[src/rtl/cheat_consts.svh]
// Widths and opcodes shared by the cheat unit RTL and its testbench
// Include in any file that sizes buses or decodes instructions
`ifndef CHEAT_CONSTS_SVH
`define CHEAT_CONSTS_SVH

// SDRAM word address width
`define CHEAT_AW 22

// Instruction word and instruction RAM address widths
`define CHEAT_IW  18
`define CHEAT_IAW 12

// Sequencer opcodes
`define CHEAT_OP_END     2'd0
`define CHEAT_OP_ADDR_HI 2'd1
`define CHEAT_OP_ADDR_LO 2'd2
`define CHEAT_OP_WRITE   2'd3

`endif

[src/rtl/cheat_pkg.sv]
// Bus and instruction types for the cheat unit
// Modules import this package and use its structs on their ports
`include "cheat_consts.svh"

package cheat_pkg;

    // One access to SDRAM bank 0
    typedef struct packed {
        logic [`CHEAT_AW-1:0] addr;
        logic [15:0]          din;
        // Set bit leaves that byte untouched
        logic [1:0]           din_m;
        logic                 rd;
        logic                 wr;
    } mem_req_t;

    // Opcode sits in the top two bits
    typedef struct packed {
        logic [1:0]  op;
        logic [15:0] arg;
    } cheat_insn_t;

    // Instruction RAM write port
    typedef struct packed {
        logic [`CHEAT_IAW-1:0] addr;
        cheat_insn_t           insn;
        logic                  we;
    } prog_wr_t;

endpackage

[src/rtl/cheat_seq.sv]
// Cheat sequencer woken at each start of vertical blanking
// Runs the instruction RAM program and issues masked SDRAM writes
`include "cheat_consts.svh"

module cheat_seq (
    input  logic                   clk,
    input  logic                   rst_n,
    input  logic                   lvbl,
    input  logic                   enable,
    output logic [`CHEAT_IAW-1:0]  rd_addr,
    input  cheat_pkg::cheat_insn_t insn,
    output cheat_pkg::mem_req_t    req,
    input  logic                   rdy
);
    import cheat_pkg::*;

    typedef enum logic [1:0] {
        st_idle,
        st_fetch,
        st_exec,
        st_wait_wr
    } state_t;

    state_t                state;
    logic                  lvbl_l;
    logic                  vb_fall;
    logic [`CHEAT_IAW-1:0] pc;
    logic [`CHEAT_AW-1:0]  cur_addr;
    logic [1:0]            mask;
    logic [15:0]           din_q;
    logic                  wr_q;

    // RAM latches pc at the end of the fetch cycle
    assign rd_addr = pc;

    always_ff @(posedge clk or negedge rst_n) begin
        if (!rst_n) begin
            state    <= st_idle;
            lvbl_l   <= 1'b0;
            vb_fall  <= 1'b0;
            pc       <= '0;
            cur_addr <= '0;
            mask     <= '0;
            wr_q     <= 1'b0;
        end else begin
            lvbl_l  <= lvbl;
            vb_fall <= lvbl_l && !lvbl;
            case (state)
                st_idle: begin
                    // Edges seen mid-run are dropped here
                    if (vb_fall && enable) begin
                        pc       <= '0;
                        cur_addr <= '0;
                        mask     <= '0;
                        state    <= st_fetch;
                    end
                end
                st_fetch: begin
                    state <= st_exec;
                end
                st_exec: begin
                    pc    <= pc + 1'b1;
                    state <= st_fetch;
                    case (insn.op)
                        `CHEAT_OP_END: begin
                            state <= st_idle;
                        end
                        `CHEAT_OP_ADDR_HI: begin
                            cur_addr[`CHEAT_AW-1:16] <= insn.arg[5:0];
                            mask                     <= insn.arg[9:8];
                        end
                        `CHEAT_OP_ADDR_LO: begin
                            cur_addr[15:0] <= insn.arg;
                        end
                        default: begin
                            wr_q  <= 1'b1;
                            state <= st_wait_wr;
                        end
                    endcase
                end
                default: begin
                    // Hold the write until the arbiter passes rdy back
                    if (rdy) begin
                        wr_q     <= 1'b0;
                        cur_addr <= cur_addr + 1'b1;
                        state    <= st_fetch;
                    end
                end
            endcase
        end
    end

    // Write data is payload only
    always_ff @(posedge clk) begin
        if (state == st_exec && insn.op == `CHEAT_OP_WRITE) begin
            din_q <= insn.arg;
        end
    end

    assign req.addr  = cur_addr;
    assign req.din   = din_q;
    assign req.din_m = mask;
    assign req.rd    = 1'b0;
    assign req.wr    = wr_q;

    a_wr_held: assert property (@(posedge clk) disable iff (!rst_n)
        (req.wr && !rdy) |=> req.wr);

endmodule

[config.mk]
export PLATFORM = sky130hd
export DESIGN_NAME = cheat_seq
export DESIGN_NICKNAME = d
export VERILOG_FILES = /design/src/rtl/cheat_pkg.sv /design/src/rtl/cheat_seq.sv
export VERILOG_INCLUDE_DIRS = /design/src /design/src/rtl
export SDC_FILE = /design/constraint.sdc
export NUM_CORES = 1
export LEC_CHECK = 0
export ABC_CLOCK_PERIOD_IN_PS = 2500
export BUFFER_PORTS_ARGS = -buffer_cell sky130_fd_sc_hd__buf_2
export CAP_MARGIN = 15
export CORE_MARGIN = 5
export CORE_UTILIZATION = 30
export DETAILED_ROUTE_END_ITERATION = 8
export GPL_ROUTABILITY_DRIVEN = 0
export HOLD_SLACK_MARGIN = 0.15
export SYNTH_ARGS = -nofsm -noshare
export SYNTH_HDL_FRONTEND = slang
export SYNTH_SLANG_ARGS = --single-unit
[constraint.sdc]
create_clock -name clk -period 2.5 [get_ports clk]
set_clock_uncertainty 0.1 [all_clocks]
set_input_delay 0.25 -clock clk [delete_from_list [all_inputs] [get_ports clk]]
set_output_delay 0.25 -clock clk [all_outputs]
set_load 0.01 [all_outputs]
After elaboration in Yosys (flattened, before gate mapping)
Index checks and enable logic that the tools add are counted.
- reductions and logical operators: 19
- multiplexer cells: 17
- add/subtract/negate cells: 2
- bitwise logic cells: 2
- equality and inequality tests: 9
- operators with widths (kind ; count):
    22-bit case mux with 3 select lines ; 1
    22-bit two-way mux ; 2
    12-bit case mux with 2 select lines ; 1
    22-bit by 1-bit adder with 22-bit output, second input constant ; 1
    16-bit two-way mux ; 1
    12-bit by 1-bit adder with 12-bit output, second input constant ; 1
    12-bit two-way mux ; 1
    2-bit two-way mux ; 4
    2-bit case mux with 2 select lines ; 2
    4-bit AND reduction ; 2
    2-bit equality test, second input constant ; 3
    6-bit two-way mux ; 1
    2-bit case mux with 3 select lines ; 1
    3-bit AND reduction ; 2
    2-bit by 1-bit equality test with 1-bit output, second input constant ; 2
    2-bit logical NOT ; 2
    2-bit by 1-bit != test with 1-bit output, second input constant ; 2
    2-bit != test, second input constant ; 2
    2-bit AND reduction ; 2
    2-bit nonzero test ; 2
    4-bit nonzero test ; 1
    2-bit OR reduction ; 2
    1-bit logical AND ; 3
    3-bit nonzero test ; 1
    5 further kinds ; 7
- input bits: 23
- register bits after elaboration: 57
- output and inout port bits: 54
- logic and storage cells: 58

Logic depth before layout (Yosys ltp)
Gate-level depths: netlist of the first run.
- word-level depth: 4
- mapped depth: 9
- gate-level depth less buffers: 6

Worst setup path before layout of the first run
No wires, ideal clock.
- path kind: register -> register
- start point: register state[1]
- end point: register cur_addr[11]
- slack: 0.386 ns
- required time: 2.332 ns
- buffers on the path: 2
- data arrival time: 1.946 ns
- setup time: 0.068 ns
- cell stages (with the launch flop): 9
- cells stage by stage: dfrtp_1 > inv_1 > ha_1 > buf_2 > or4b_2 > clkbuf_1 > or2_2 > mux2i_1 > a221o_1
- cells in the longest elaborated chain, start to end: 3
- ends and longest elaborated chain (item ; RTL line ; source):
    from (decl) ; cheat_seq.sv:24 ; state_t state;
    from (signal assigned) ; cheat_seq.sv:38 ; state <= st_idle;
    from (signal assigned) ; cheat_seq.sv:55 ; state <= st_fetch;
    from (signal assigned) ; cheat_seq.sv:59 ; state <= st_exec;
    2-bit equality test (tied with other cells) ; cheat_seq.sv:48 ; case (state)
    2-bit by 1-bit != test with 1-bit output (no line) (tied with other cells) ; - ;
    4-bit AND reduction (no line) ; - ;
    to (signal, indexed assignment) ; cheat_seq.sv:69 ; cur_addr[`CHEAT_AW-1:16] <= insn.arg[5:0];
    to (signal assigned) ; cheat_seq.sv:73 ; cur_addr[15:0] <= insn.arg;
    to (signal assigned) ; cheat_seq.sv:85 ; cur_addr <= cur_addr + 1'b1;
    to (decl) ; cheat_seq.sv:28 ; logic [`CHEAT_AW-1:0] cur_addr;
Parallel ways exist; a longest one is shown, timed or not.
A chain may end at the register's enable or synchronous reset.

Worst setup path in the final report of the first run
- start point: register state[0]
- end point: register cur_addr[11]
The elaborated chain is that of the path after synthesis.

==> impl_metrics.yaml, run 1 <==
worst_setup_path:
  critPathArrivalTime_ns: 2.51
  criticalPathCategory: "flop to flop"
  rr_endpoint: "cur_addr[11]"
  worstReg2RegStart: "state[0]"
  rrSetupSlack_ns: 0.17
  reg2reg_depth: 6
  crit_fanout: 13
  start_kind: "flop"
  crit_path_end_kind: "flop"
  crit_required_ns: 2.67
power:
  pwr-share-seq: 0.375
  p_sw_uw: 1750
  p_leak_uw: 0.00169
  p_comb_frac: 0.443
  power_per_cell_area_mw_per_mm2: 992
  vdd_drop_max_mv: 0.365
  clock_power_share: 0.182
  sw_frac_of_total: 0.430
  p_int_uw: 2320
sta:
  finalSetupViolations: 0
  hold_viol_final: 0
  tns_ns: 0
  fin_crit_sh: 0.932
  tightest_slew_ns: 0.952
  rsz0062_at_grt: "no"
  maxClockFrequency_ghz: 0.429
  relSlewSlack: 0.366
  final_max_slew_viol_count: 0
  fin_crit_ns: 2.33
cts:
  clk_pin_slew_ns: 0.06
  hold_buffers: 18
  cts_buffer_depth: 2
  numCtsBuffers: 9
  cts.sinks: 57
  root_buffer: "clkbuf_8"
  post_cts_resized: 0
  cts.htree.levels: 3
  cts_tree: "done"
  clk_latency_ns: 0.34
  cts_setup_buffers: 0
status:
  status: "complete, no violations"
placement:
  portBuffers: 75
  placed_cells: 544
  hpwl_mm: 6.94
  place_area_mm2: 0.00375
floorplanning:
  die_x_um: 113
  fp-row-count: 37
  fp.dieH_um: 113
  start_util: 0.308
  num_io_pins: 77
  die_area_mm2: 0.0128
  coreArea_mm2: 0.0103
finish:
  regArea_mm2: 0.00151
  fill_cells: 1046
  nets: 465
  drive_gt1_frac: 0.262
  area_delta_synth_final_pct: 28.7
  final_cells: 578
  layout_common_cells: "buf_2, dfrtp_1, nand2_1"
  final_cell_area_mm2: 0.00410
  diodes: 0
  final_common_cell: "buf_2"
  multi_input_area_mm2: 0.00155
global_routing:
  grt_overflow: 0
  grt.total_usage: 0.151
  grt_max_degree: 42
  grt_pass1_vias: 2946
  grt_pass1_wl_mm: 15.4
  antenna_found_initial: 0
drt:
  vias: 3089
  avgViaCountPerCell: 5.34
  wl_per_cell_um: 16.6
  wirelength_mm: 9.62
  drc: 0
  initialDrtViolationCount: 201
  drt.antenna.violating_nets: 0
  firstDrtPassIters: 5
worst_hold_path:
  hold-path-endpoint: "rd_addr[1]"
  holdPathStages: 3
  hold_path_class: "primary input to flop"
  min-delay-start: "enable"
synthesis:
  yosysTopAreaCellShare: 0.322
  ys_ff_latch: 57
  synth_warnings: 0
  netlist_area_mm2: 0.00318
  synth_seq_area_share: 0.473
  synth_fp_nets: 361
  synth_flop_cell: "dfrtp_1"
  post_synth.cell_area_avg_um2: 9.55
  synth.largest_area_cell: "dfrtp_1"
  ys_types: 67
  synth-edff-count: 16
  synthTopCellsByArea: "dfrtp_1, edfxtp_1, nand2_1, o21ai_0, a21oi_1"
  async_flop_share: 0.719
  syn_inst: 333
flow_run:
  maxCapViolCount: 0
[how the worst max path moves through the flow]
| stage | to | slack, ns | from | cells after the start |
|---|---|---|---|---|
| final | cur_addr[11] | 0.17 | state[0] | 6 |
| after floorplan | cur_addr[11] | 0.39 | state[1] | 8 |
| after global routing | cur_addr[11] | 0.08 | state[1] | 6 |
| after detailed placement | cur_addr[11] | 0.17 | state[1] | 6 |
| after CTS | cur_addr[11] | 0.15 | state[1] | 6 |
| after global placement | cur_addr[11] | 0.25 | state[0] | 6 |
[cell type report]
| cell class | count | area share |
|---|---|---|
| repair buffers | 109 | 0.165 |
| multi-input cells | 250 | 0.377 |
| inverters | 10 | 0.00916 |
| well taps | 136 | 0.0415 |
| clock inverters | 1 | 0.00122 |
| clock buffers | 15 | 0.0382 |
| flip-flops and latches | 57 | 0.368 |
[flip-flops by register name, indices dropped and copies added (netlist names)]
register  count
mask          2
din_q        16
lvbl_l        1
cur_addr     22
vb_fall       1
rd_addr      12
wr_q          1
state         2
[critical path, stage by stage (launching register included)]
cell     delay, ns
dfrtp_1       0.34
inv_1         0.07
ha_1          0.33
or4b_2        0.85
or2_2         0.33
mux2i_1       0.13
a221o_1       0.13
[metal layers]
metal / global-route usage / vias to the layer above / wire [µm]
li1: - / 1481 / -
met1: 0.198 / 1470 / 4190
met2: 0.230 / 118 / 4450
met3: 0.0358 / 20 / 659
met4: 0.0817 / 0 / 311
met5: 0 / - / 0
[power by group through the flow]
stage	Sequential, µW	Clock, µW	Combinational (µW)
6_report	1520	738	1800
3_5_place_dp	1540	0	1760
3_3_place_gp	1530	0	1740
5_1_grt	1580	801	2000
2_1_floorplan	1570	0	1080
4_1_cts	1520	760	1800
[cells in the mapped netlist (all sizes together) (3+ instances only)]
cell type / count
a211o: 4
a21oi: 18
a22o: 5
a22oi: 3
a31oi: 3
a32oi: 3
and2: 6
and4: 4
buf: 7
clkbuf: 9
dfrtp: 41
edfxtp: 16
ha: 5
inv: 8
mux2i: 4
nand2: 40
nand2b: 6
nand3: 15
nand4: 9
nor2: 16
nor2b: 3
nor3: 7
nor4: 10
o211ai: 6
o21ai: 28
o22ai: 3
or2: 6
or3: 3
or4: 3
[kinds of logic after synthesis]
family	after synthesis	synth area share
simple gates	135	0.226
buf+inv	26	0.0409
fa+ha+maj	5	0.0197
flops	57	0.473
xor+xnor	4	0.0110
other cells	1	0.00118
compound gates	101	0.215
mux	4	0.0126
[through the flow]
stage / hold WS, ns / utilization / total power, µW / worst slack, ns
floorplan: -0.146 / - / 2650 / 0.386
CTS: 0.206 / 0.397 / 4080 / 0.149
global route: 0.232 / 0.397 / 4380 / 0.0823
global placement: 0.278 / 0.364 / 3280 / 0.251
finish: 0.216 / 0.397 / 4060 / 0.169
detailed placement: 0.285 / 0.364 / 3300 / 0.170
(Power assumes the default switching activity.)
==> run 2, diff against run 1 <==
--- a/config.mk
+++ b/config.mk
@@ -6,7 +6,7 @@
 export SDC_FILE = /design/constraint.sdc
 export NUM_CORES = 1
 export LEC_CHECK = 0
-export ABC_CLOCK_PERIOD_IN_PS = 2500
+export ABC_CLOCK_PERIOD_IN_PS = 2100
 export BUFFER_PORTS_ARGS = -buffer_cell sky130_fd_sc_hd__buf_2
 export CAP_MARGIN = 15
 export CORE_MARGIN = 5
@@ -14,6 +14,7 @@
 export DETAILED_ROUTE_END_ITERATION = 8
 export GPL_ROUTABILITY_DRIVEN = 0
 export HOLD_SLACK_MARGIN = 0.15
+export MAX_ROUTING_LAYER = met4
 export SYNTH_ARGS = -nofsm -noshare
 export SYNTH_HDL_FRONTEND = slang
 export SYNTH_SLANG_ARGS = --single-unit
==> constraint.sdc (replaced) <==
create_clock -name clk -period 2.1 [get_ports clk]
set_clock_uncertainty 0.1 [all_clocks]
set_input_delay 0.21 -clock clk [delete_from_list [all_inputs] [get_ports clk]]
set_output_delay 0.21 -clock clk [all_outputs]
set_load 0.01 [all_outputs]
==> run 2 against run 1 <==
  * Register-to-register slack got worse by 0.07 ns
  * Non-clock buffer count rose by 36
  * Die area unchanged
  * Sequential power increased by 12%
  * Final area increased by 10%
  * Cell count rose by 6.2%
  * Core utilization rose by 4.1 points
  * Fmax grew 16%
  * Total power increased by 38%
  * Clock power grew 52%
  * Flip-flop and latch count stayed put
==> impl_metrics.yaml, run 2 (synthesis results as in run 1) <==
finish:
  drive_gt1_frac: 0.347
  regMostFlops: "cur_addr"
  nets: 501
  largest_reg_flops: 22
  multi_input_area_mm2: 0.00161
  final_cells: 614
  layout_common_cells: "buf_2, buf_4, dfrtp_1"
  fill_cells: 977
  diodes: 0
  final_common_cell: "buf_2"
  final_cell_area_mm2: 0.00452
  regArea_mm2: 0.00151
  area_delta_synth_final_pct: 41.9
floorplanning:
  fp.dieH_um: 113
  start_util: 0.308
  fp-row-count: 37
  die_x_um: 113
  num_io_pins: 77
  die_area_mm2: 0.0128
  coreArea_mm2: 0.0103
worst_setup_path:
  criticalPathCategory: "flop to flop"
  crit_required_ns: 2.24
  cp_num_buf_inv: 4
  rrSetupSlack_ns: 0.1
  start_kind: "flop"
  crit_path_end_kind: "flop"
  critPathMostFrequentCell: "buf_6"
  critPathArrivalTime_ns: 2.14
  slowest_stage: "or3_4"
  cpPeakStageDelay_ns: 0.40
  crit_family: "buffers and inverters"
  crit_fanout: 10
  critical_path.cell_chain: "inv_2 > ha_1 > buf_6 > or3_4 > o2111ai_4 > buf_6 > buf_4 > o21ai_0 > o311ai_0"
drt:
  firstDrtPassIters: 5
  drc: 0
  initialDrtViolationCount: 283
  wl_per_cell_um: 16.6
  avgViaCountPerCell: 5.40
  wirelength_mm: 10.2
  drt.antenna.violating_nets: 0
  vias: 3316
global_routing:
  grt_overflow: 0
  grt_max_degree: 42
  antenna_found_initial: 0
  grt_pass1_wl_mm: 16.3
  grt.total_usage: 0.165
  grt_pass1_vias: 3187
placement:
  place_area_mm2: 0.00401
  place_ws_ns: -0.0586
  hpwl_mm: 7.28
  placed_cells: 576
  portBuffers: 75
power:
  power_uw: 5610
  p_leak_uw: 0.00190
  power_per_cell_area_mw_per_mm2: 1240
  vdd_drop_max_mv: 0.453
worst_hold_path:
  hold_path_class: "primary input to flop"
sta:
  finalSetupViolations: 0
  worst_slack_ns: 0.0976
  maxClockFrequency_ghz: 0.499
  fin_crit_sh: 0.954
  fin_crit_ns: 2.00
  final_max_slew_viol_count: 0
  hold_viol_final: 0
cts:
  clk_pin_slew_ns: 0.07
  numCtsBuffers: 9
  cts.sinks: 57
  clk_latency_ns: 0.35
  cts_buffer_depth: 2
  cts.htree.levels: 3
  root_buffer: "clkbuf_8"
  cts_tree: "done"
status:
  status: "complete, no violations"
flow_run:
  maxCapViolCount: 0
## run 2: cell count changes in the layout (fill, tap and decap cells not counted), sizes merged
cell	before	now
clkinvlp	0	2
clkdlybuf4s15	0	1
dlygate4sd3	18	19
bufinv	0	2
clkbuf	15	9
clkinv	3	5
buf	91	125
## run 2: final timing paths
path	cells past startpoint	to	from
worst min-delay path	4	wr_q	rdy
worst max-delay path	9	cur_addr[8]	state[0]
worst max register to register	9	cur_addr[8]	state[0]
max in group asynchronous	3	cur_addr[6]	rst_n
worst min register to register	1	vb_fall	lvbl_l
min in group asynchronous	3	wr_q	rst_n
## run 2: where the power goes
| group | internal [µW] | switching (µW) | total (µW) |
|---|---|---|---|
| logic | 1260 | 1520 | 2780 |
| clock network | 655 | 465 | 1120 |
| registers | 1430 | 282 | 1710 |
| total | 3340 | 2270 | 5610 |
## run 2: per-stage QoR
step | hold slack [ns] | utilization | setup TNS [ns]
2_1_floorplan | -0.186 | - | 0
3_3_place_gp | 0.106 | 0.388 | 0
3_5_place_dp | 0.111 | 0.388 | -0.140
4_1_cts | 0.185 | 0.428 | 0
5_1_grt | 0.206 | 0.437 | -0.00220
6_report | 0.205 | 0.437 | 0
## run 2: timing repair
action | 4_1_cts | 5_1_grt
pin swaps | 0 | 3
setup buffers | 0 | 2
gates cloned | 0 | 1
endpoints found under the setup margin | 7 | 20
resized for setup | 4 | 17
hold buffers | 19 | 0
endpoints found under the hold margin | 72 | 0
## run 2: worst min-delay path: cells and delay by family
kind | cells | cell delay [ns]
AO/OA/AOI/OAI | 2 | 0.16
buffers and inverters | 1 | 0.14
AND/OR/NAND/NOR | 1 | 0.11
## run 2: area by class of cell
type,count,area share
inverter,10,0.00914
multi-input combinational,250,0.357
clock buffer,9,0.0274
clock inverter,7,0.0188
tap,136,0.0377
timing repair buffer,145,0.216
sequential,57,0.334
## run 2: layer usage
metal	up-vias	wire length, µm	global-route usage
li1	1550	-	-
met1	1595	4430	0.207
met2	146	4790	0.260
met3	25	711	0.0310
met4	0	275	0.0737
met5	-	0	-
==> run 3, diff against run 2 <==
--- a/config.mk
+++ b/config.mk
@@ -6,6 +6,7 @@
 export SDC_FILE = /design/constraint.sdc
 export NUM_CORES = 1
 export LEC_CHECK = 0
+export ABC_AREA = 1
 export ABC_CLOCK_PERIOD_IN_PS = 2100
 export BUFFER_PORTS_ARGS = -buffer_cell sky130_fd_sc_hd__buf_2
 export CAP_MARGIN = 15
==> run 3 against run 2 <==
  * First-iteration DRC count decreased by 52%
  * Register-to-register slack improved by 0.07 ns
  * Worst hold slack got worse by 0.018 ns
  * Critical path type unchanged
==> impl_metrics.yaml, run 3 <==
finish:
  regMostFlops: "cur_addr"
  layout_common_cells: "nand2_1, buf_2, nor2_1"
  nets: 523
  final_common_cell: "nand2_1"
  final_util: 0.395
  diodes: 0
  largest_reg_flops: 22
  drive_gt1_frac: 0.272
  area_delta_synth_final_pct: 29.0
global_routing:
  grt_max_degree: 23
  grt_overflow: 0
  grt_pass1_vias: 2802
  grt.total_usage: 0.138
  grt_pass1_wl_mm: 13.7
  antenna_found_initial: 0
sta:
  hold_viol_final: 0
  fin_crit_ns: 1.93
  maxClockFrequency_ghz: 0.517
  finalSetupViolations: 0
  relSlewSlack: 0.651
  rsz0062_at_grt: "no"
  tns_ns: 0
  holdWs_ns: 0.187
  fin_crit_sh: 0.920
  final_max_slew_viol_count: 0
  tightest_slew_ns: 0.523
power:
  p_comb_frac: 0.456
  p_leak_uw: 0.00197
  p_int_uw: 2850
  vdd_drop_max_mv: 0.474
  power_uw: 5060
  pwr-share-seq: 0.348
  p_sw_uw: 2220
  sw_frac_of_total: 0.438
  clock_power_share: 0.197
  power_per_cell_area_mw_per_mm2: 1240
synthesis:
  yosys-mux-area-fraction: 0
  yosys.cell_count.top_type: "nand2_1"
  synthSimpleGateAreaFrac: 0.277
  async_flop_share: 0.719
  yosysTopAreaCellShare: 0.324
  synth_top_family_by_area: "simple AND/OR/NAND/NOR gates"
  synth_flop_cell: "dfrtp_1"
  synth_seq_area_share: 0.476
  ys_ff_latch: 57
  synth-xor-area-share: 0.00277
  synth_warnings: 0
  yosys.area_share.adder: 0.0198
  synth-edff-count: 16
  synth_fp_nets: 420
  synth_common_cells: "nand2_1, nor2_1, inv_1"
  synthTopCellsByArea: "dfrtp_1, edfxtp_1, nand2_1, nor2_1, inv_1"
  synth_compound_area_frac: 0.137
  synth.largest_area_cell: "dfrtp_1"
  syn_inst: 392
  netlist_area_mm2: 0.00316
  post_synth.cell_area_avg_um2: 8.07
  ys_types: 39
cts:
  clk_latency_ns: 0.34
  numCtsBuffers: 9
  cts.htree.levels: 3
  cts_buffer_depth: 2
  clk_pin_slew_ns: 0.06
  cts.sinks: 57
  root_buffer: "clkbuf_8"
  cts_setup_buffers: 0
  cts_tree: "done"
placement:
  portBuffers: 75
  hpwl_mm: 6.34
floorplanning:
  num_io_pins: 77
  fp.dieH_um: 113
  fp-row-count: 37
  die_area_mm2: 0.0127
  die_x_um: 113
  coreArea_mm2: 0.0103
  start_util: 0.306
drt:
  wirelength_mm: 8.29
  drc: 0
  vias: 2811
  drt.antenna.violating_nets: 0
  firstDrtPassIters: 4
  avgViaCountPerCell: 4.42
  initialDrtViolationCount: 136
  wl_per_cell_um: 13.0
worst_setup_path:
  crit_required_ns: 2.21
  cp_num_buf_inv: 3
  crit_family: "buffers and inverters"
  start_kind: "flop"
  crit_path_end_kind: "flop"
  crit_fanout: 19
  slowest_stage: "dfrtp_1"
  cpPeakStageDelay_ns: 0.35
  critical_path.cell_chain: "inv_1 > ha_1 > inv_2 > a21oi_4 > a21oi_4 > nand2_4 > inv_4 > o21ai_0 > nand2_1 > o21ai_0"
  criticalPathCategory: "flop to flop"
  critPathArrivalTime_ns: 2.04
flow_run:
  maxCapViolCount: 0
status:
  status: "complete, no violations"
worst_hold_path:
  hold_path_class: "primary input to flop"
[run 3: cell types whose count changed in the layout (fill, tap and decap cells not counted), sizes merged, moves of 10 or more]
cell / previous run / this run
nor4: 10 / 0
nor2: 16 / 67
a21oi: 18 / 33
nand2: 40 / 89
nand3: 15 / 28
buf: 125 / 82
inv: 8 / 54
[run 3: path summary, 6_finish.rpt]
check / startpoint / end / cells past startpoint / slack [ns]
min in group asynchronous: rst_n / cur_addr[17] / 2 / 0.28
setup reg to reg: state[0] / cur_addr[11] / 10 / 0.17
hold reg to reg: lvbl_l / vb_fall / 2 / 0.37
hold / removal: rdy / state[0] / 4 / 0.19
setup / recovery: state[0] / cur_addr[11] / 10 / 0.17
max in group asynchronous: rst_n / cur_addr[12] / 3 / 1.12
[run 3: per-stage QoR]
| step | setup WS (ns) | std cells | cell area [µm²] |
|---|---|---|---|
| 6_report | 0.168 | 636 | 4080 |
| 5_1_grt | 0.0214 | 636 | 4080 |
| 4_1_cts | 0.120 | 636 | 4080 |
| 3_5_place_dp | 0.140 | 602 | 3710 |
| 3_3_place_gp | 0.237 | 602 | 3710 |
| 2_1_floorplan | 0.0464 | 392 | 3160 |
[run 3: logic make-up (layout without fill, tap and decap cells)]
family                   after synthesis  in the layout
AND/OR/NAND/NOR                      195            195
XOR/XNOR                               1              1
flip-flops                            57             57
other                                  1              1
buffers and inverters                 62            170
AO/OA/AOI/OAI                         71             71
adder cells (fa/ha/maj)                5              5
[run 3: final cells by class]
class | instances | area [µm²]
Multi-Input combinational cell | 273 | 1390
Timing Repair Buffer | 100 | 621
Tap cell | 136 | 170
Inverter | 54 | 205
Sequential cell | 57 | 1510
Clock inverter | 4 | 43.8
Fill cell | 1034 | 6240
Clock buffer | 12 | 145
[run 3: worst min-delay path, stage by stage]
cell and delay, ns:
buf_2 0.10, o31ai_1 0.12, nor2_1 0.10, a21oi_1 0.05
[run 3: repair_timing]
| action | 4_1_cts | 5_1_grt |
|---|---|---|
| endpoints found under the hold margin | 68 | 0 |
| endpoints found under the setup margin | 0 | 4 |
| resized for setup | 0 | 1 |
| hold buffers | 18 | 0 |
[run 3: routing by layer]
layer / share of wire / GRT usage / wire length, µm / up-vias
met5: 0 / - / 0 / -
met4: 0.012 / 0.0513 / 97 / 0
met3: 0.054 / 0.0302 / 447 / 6
met2: 0.46 / 0.213 / 3830 / 66
met1: 0.47 / 0.178 / 3910 / 1262
li1: - / - / - / 1477
[run 3: power by group through the flow]
stage          sequential [µW]  combinational [µW]  clock [µW]
2_1_floorplan             1820                1560           0
3_3_place_gp              1780                2240           0
3_5_place_dp              1790                2280           0
4_1_cts                   1760                2330        1030
5_1_grt                   1820                2610        1080
6_report                  1760                2310         995
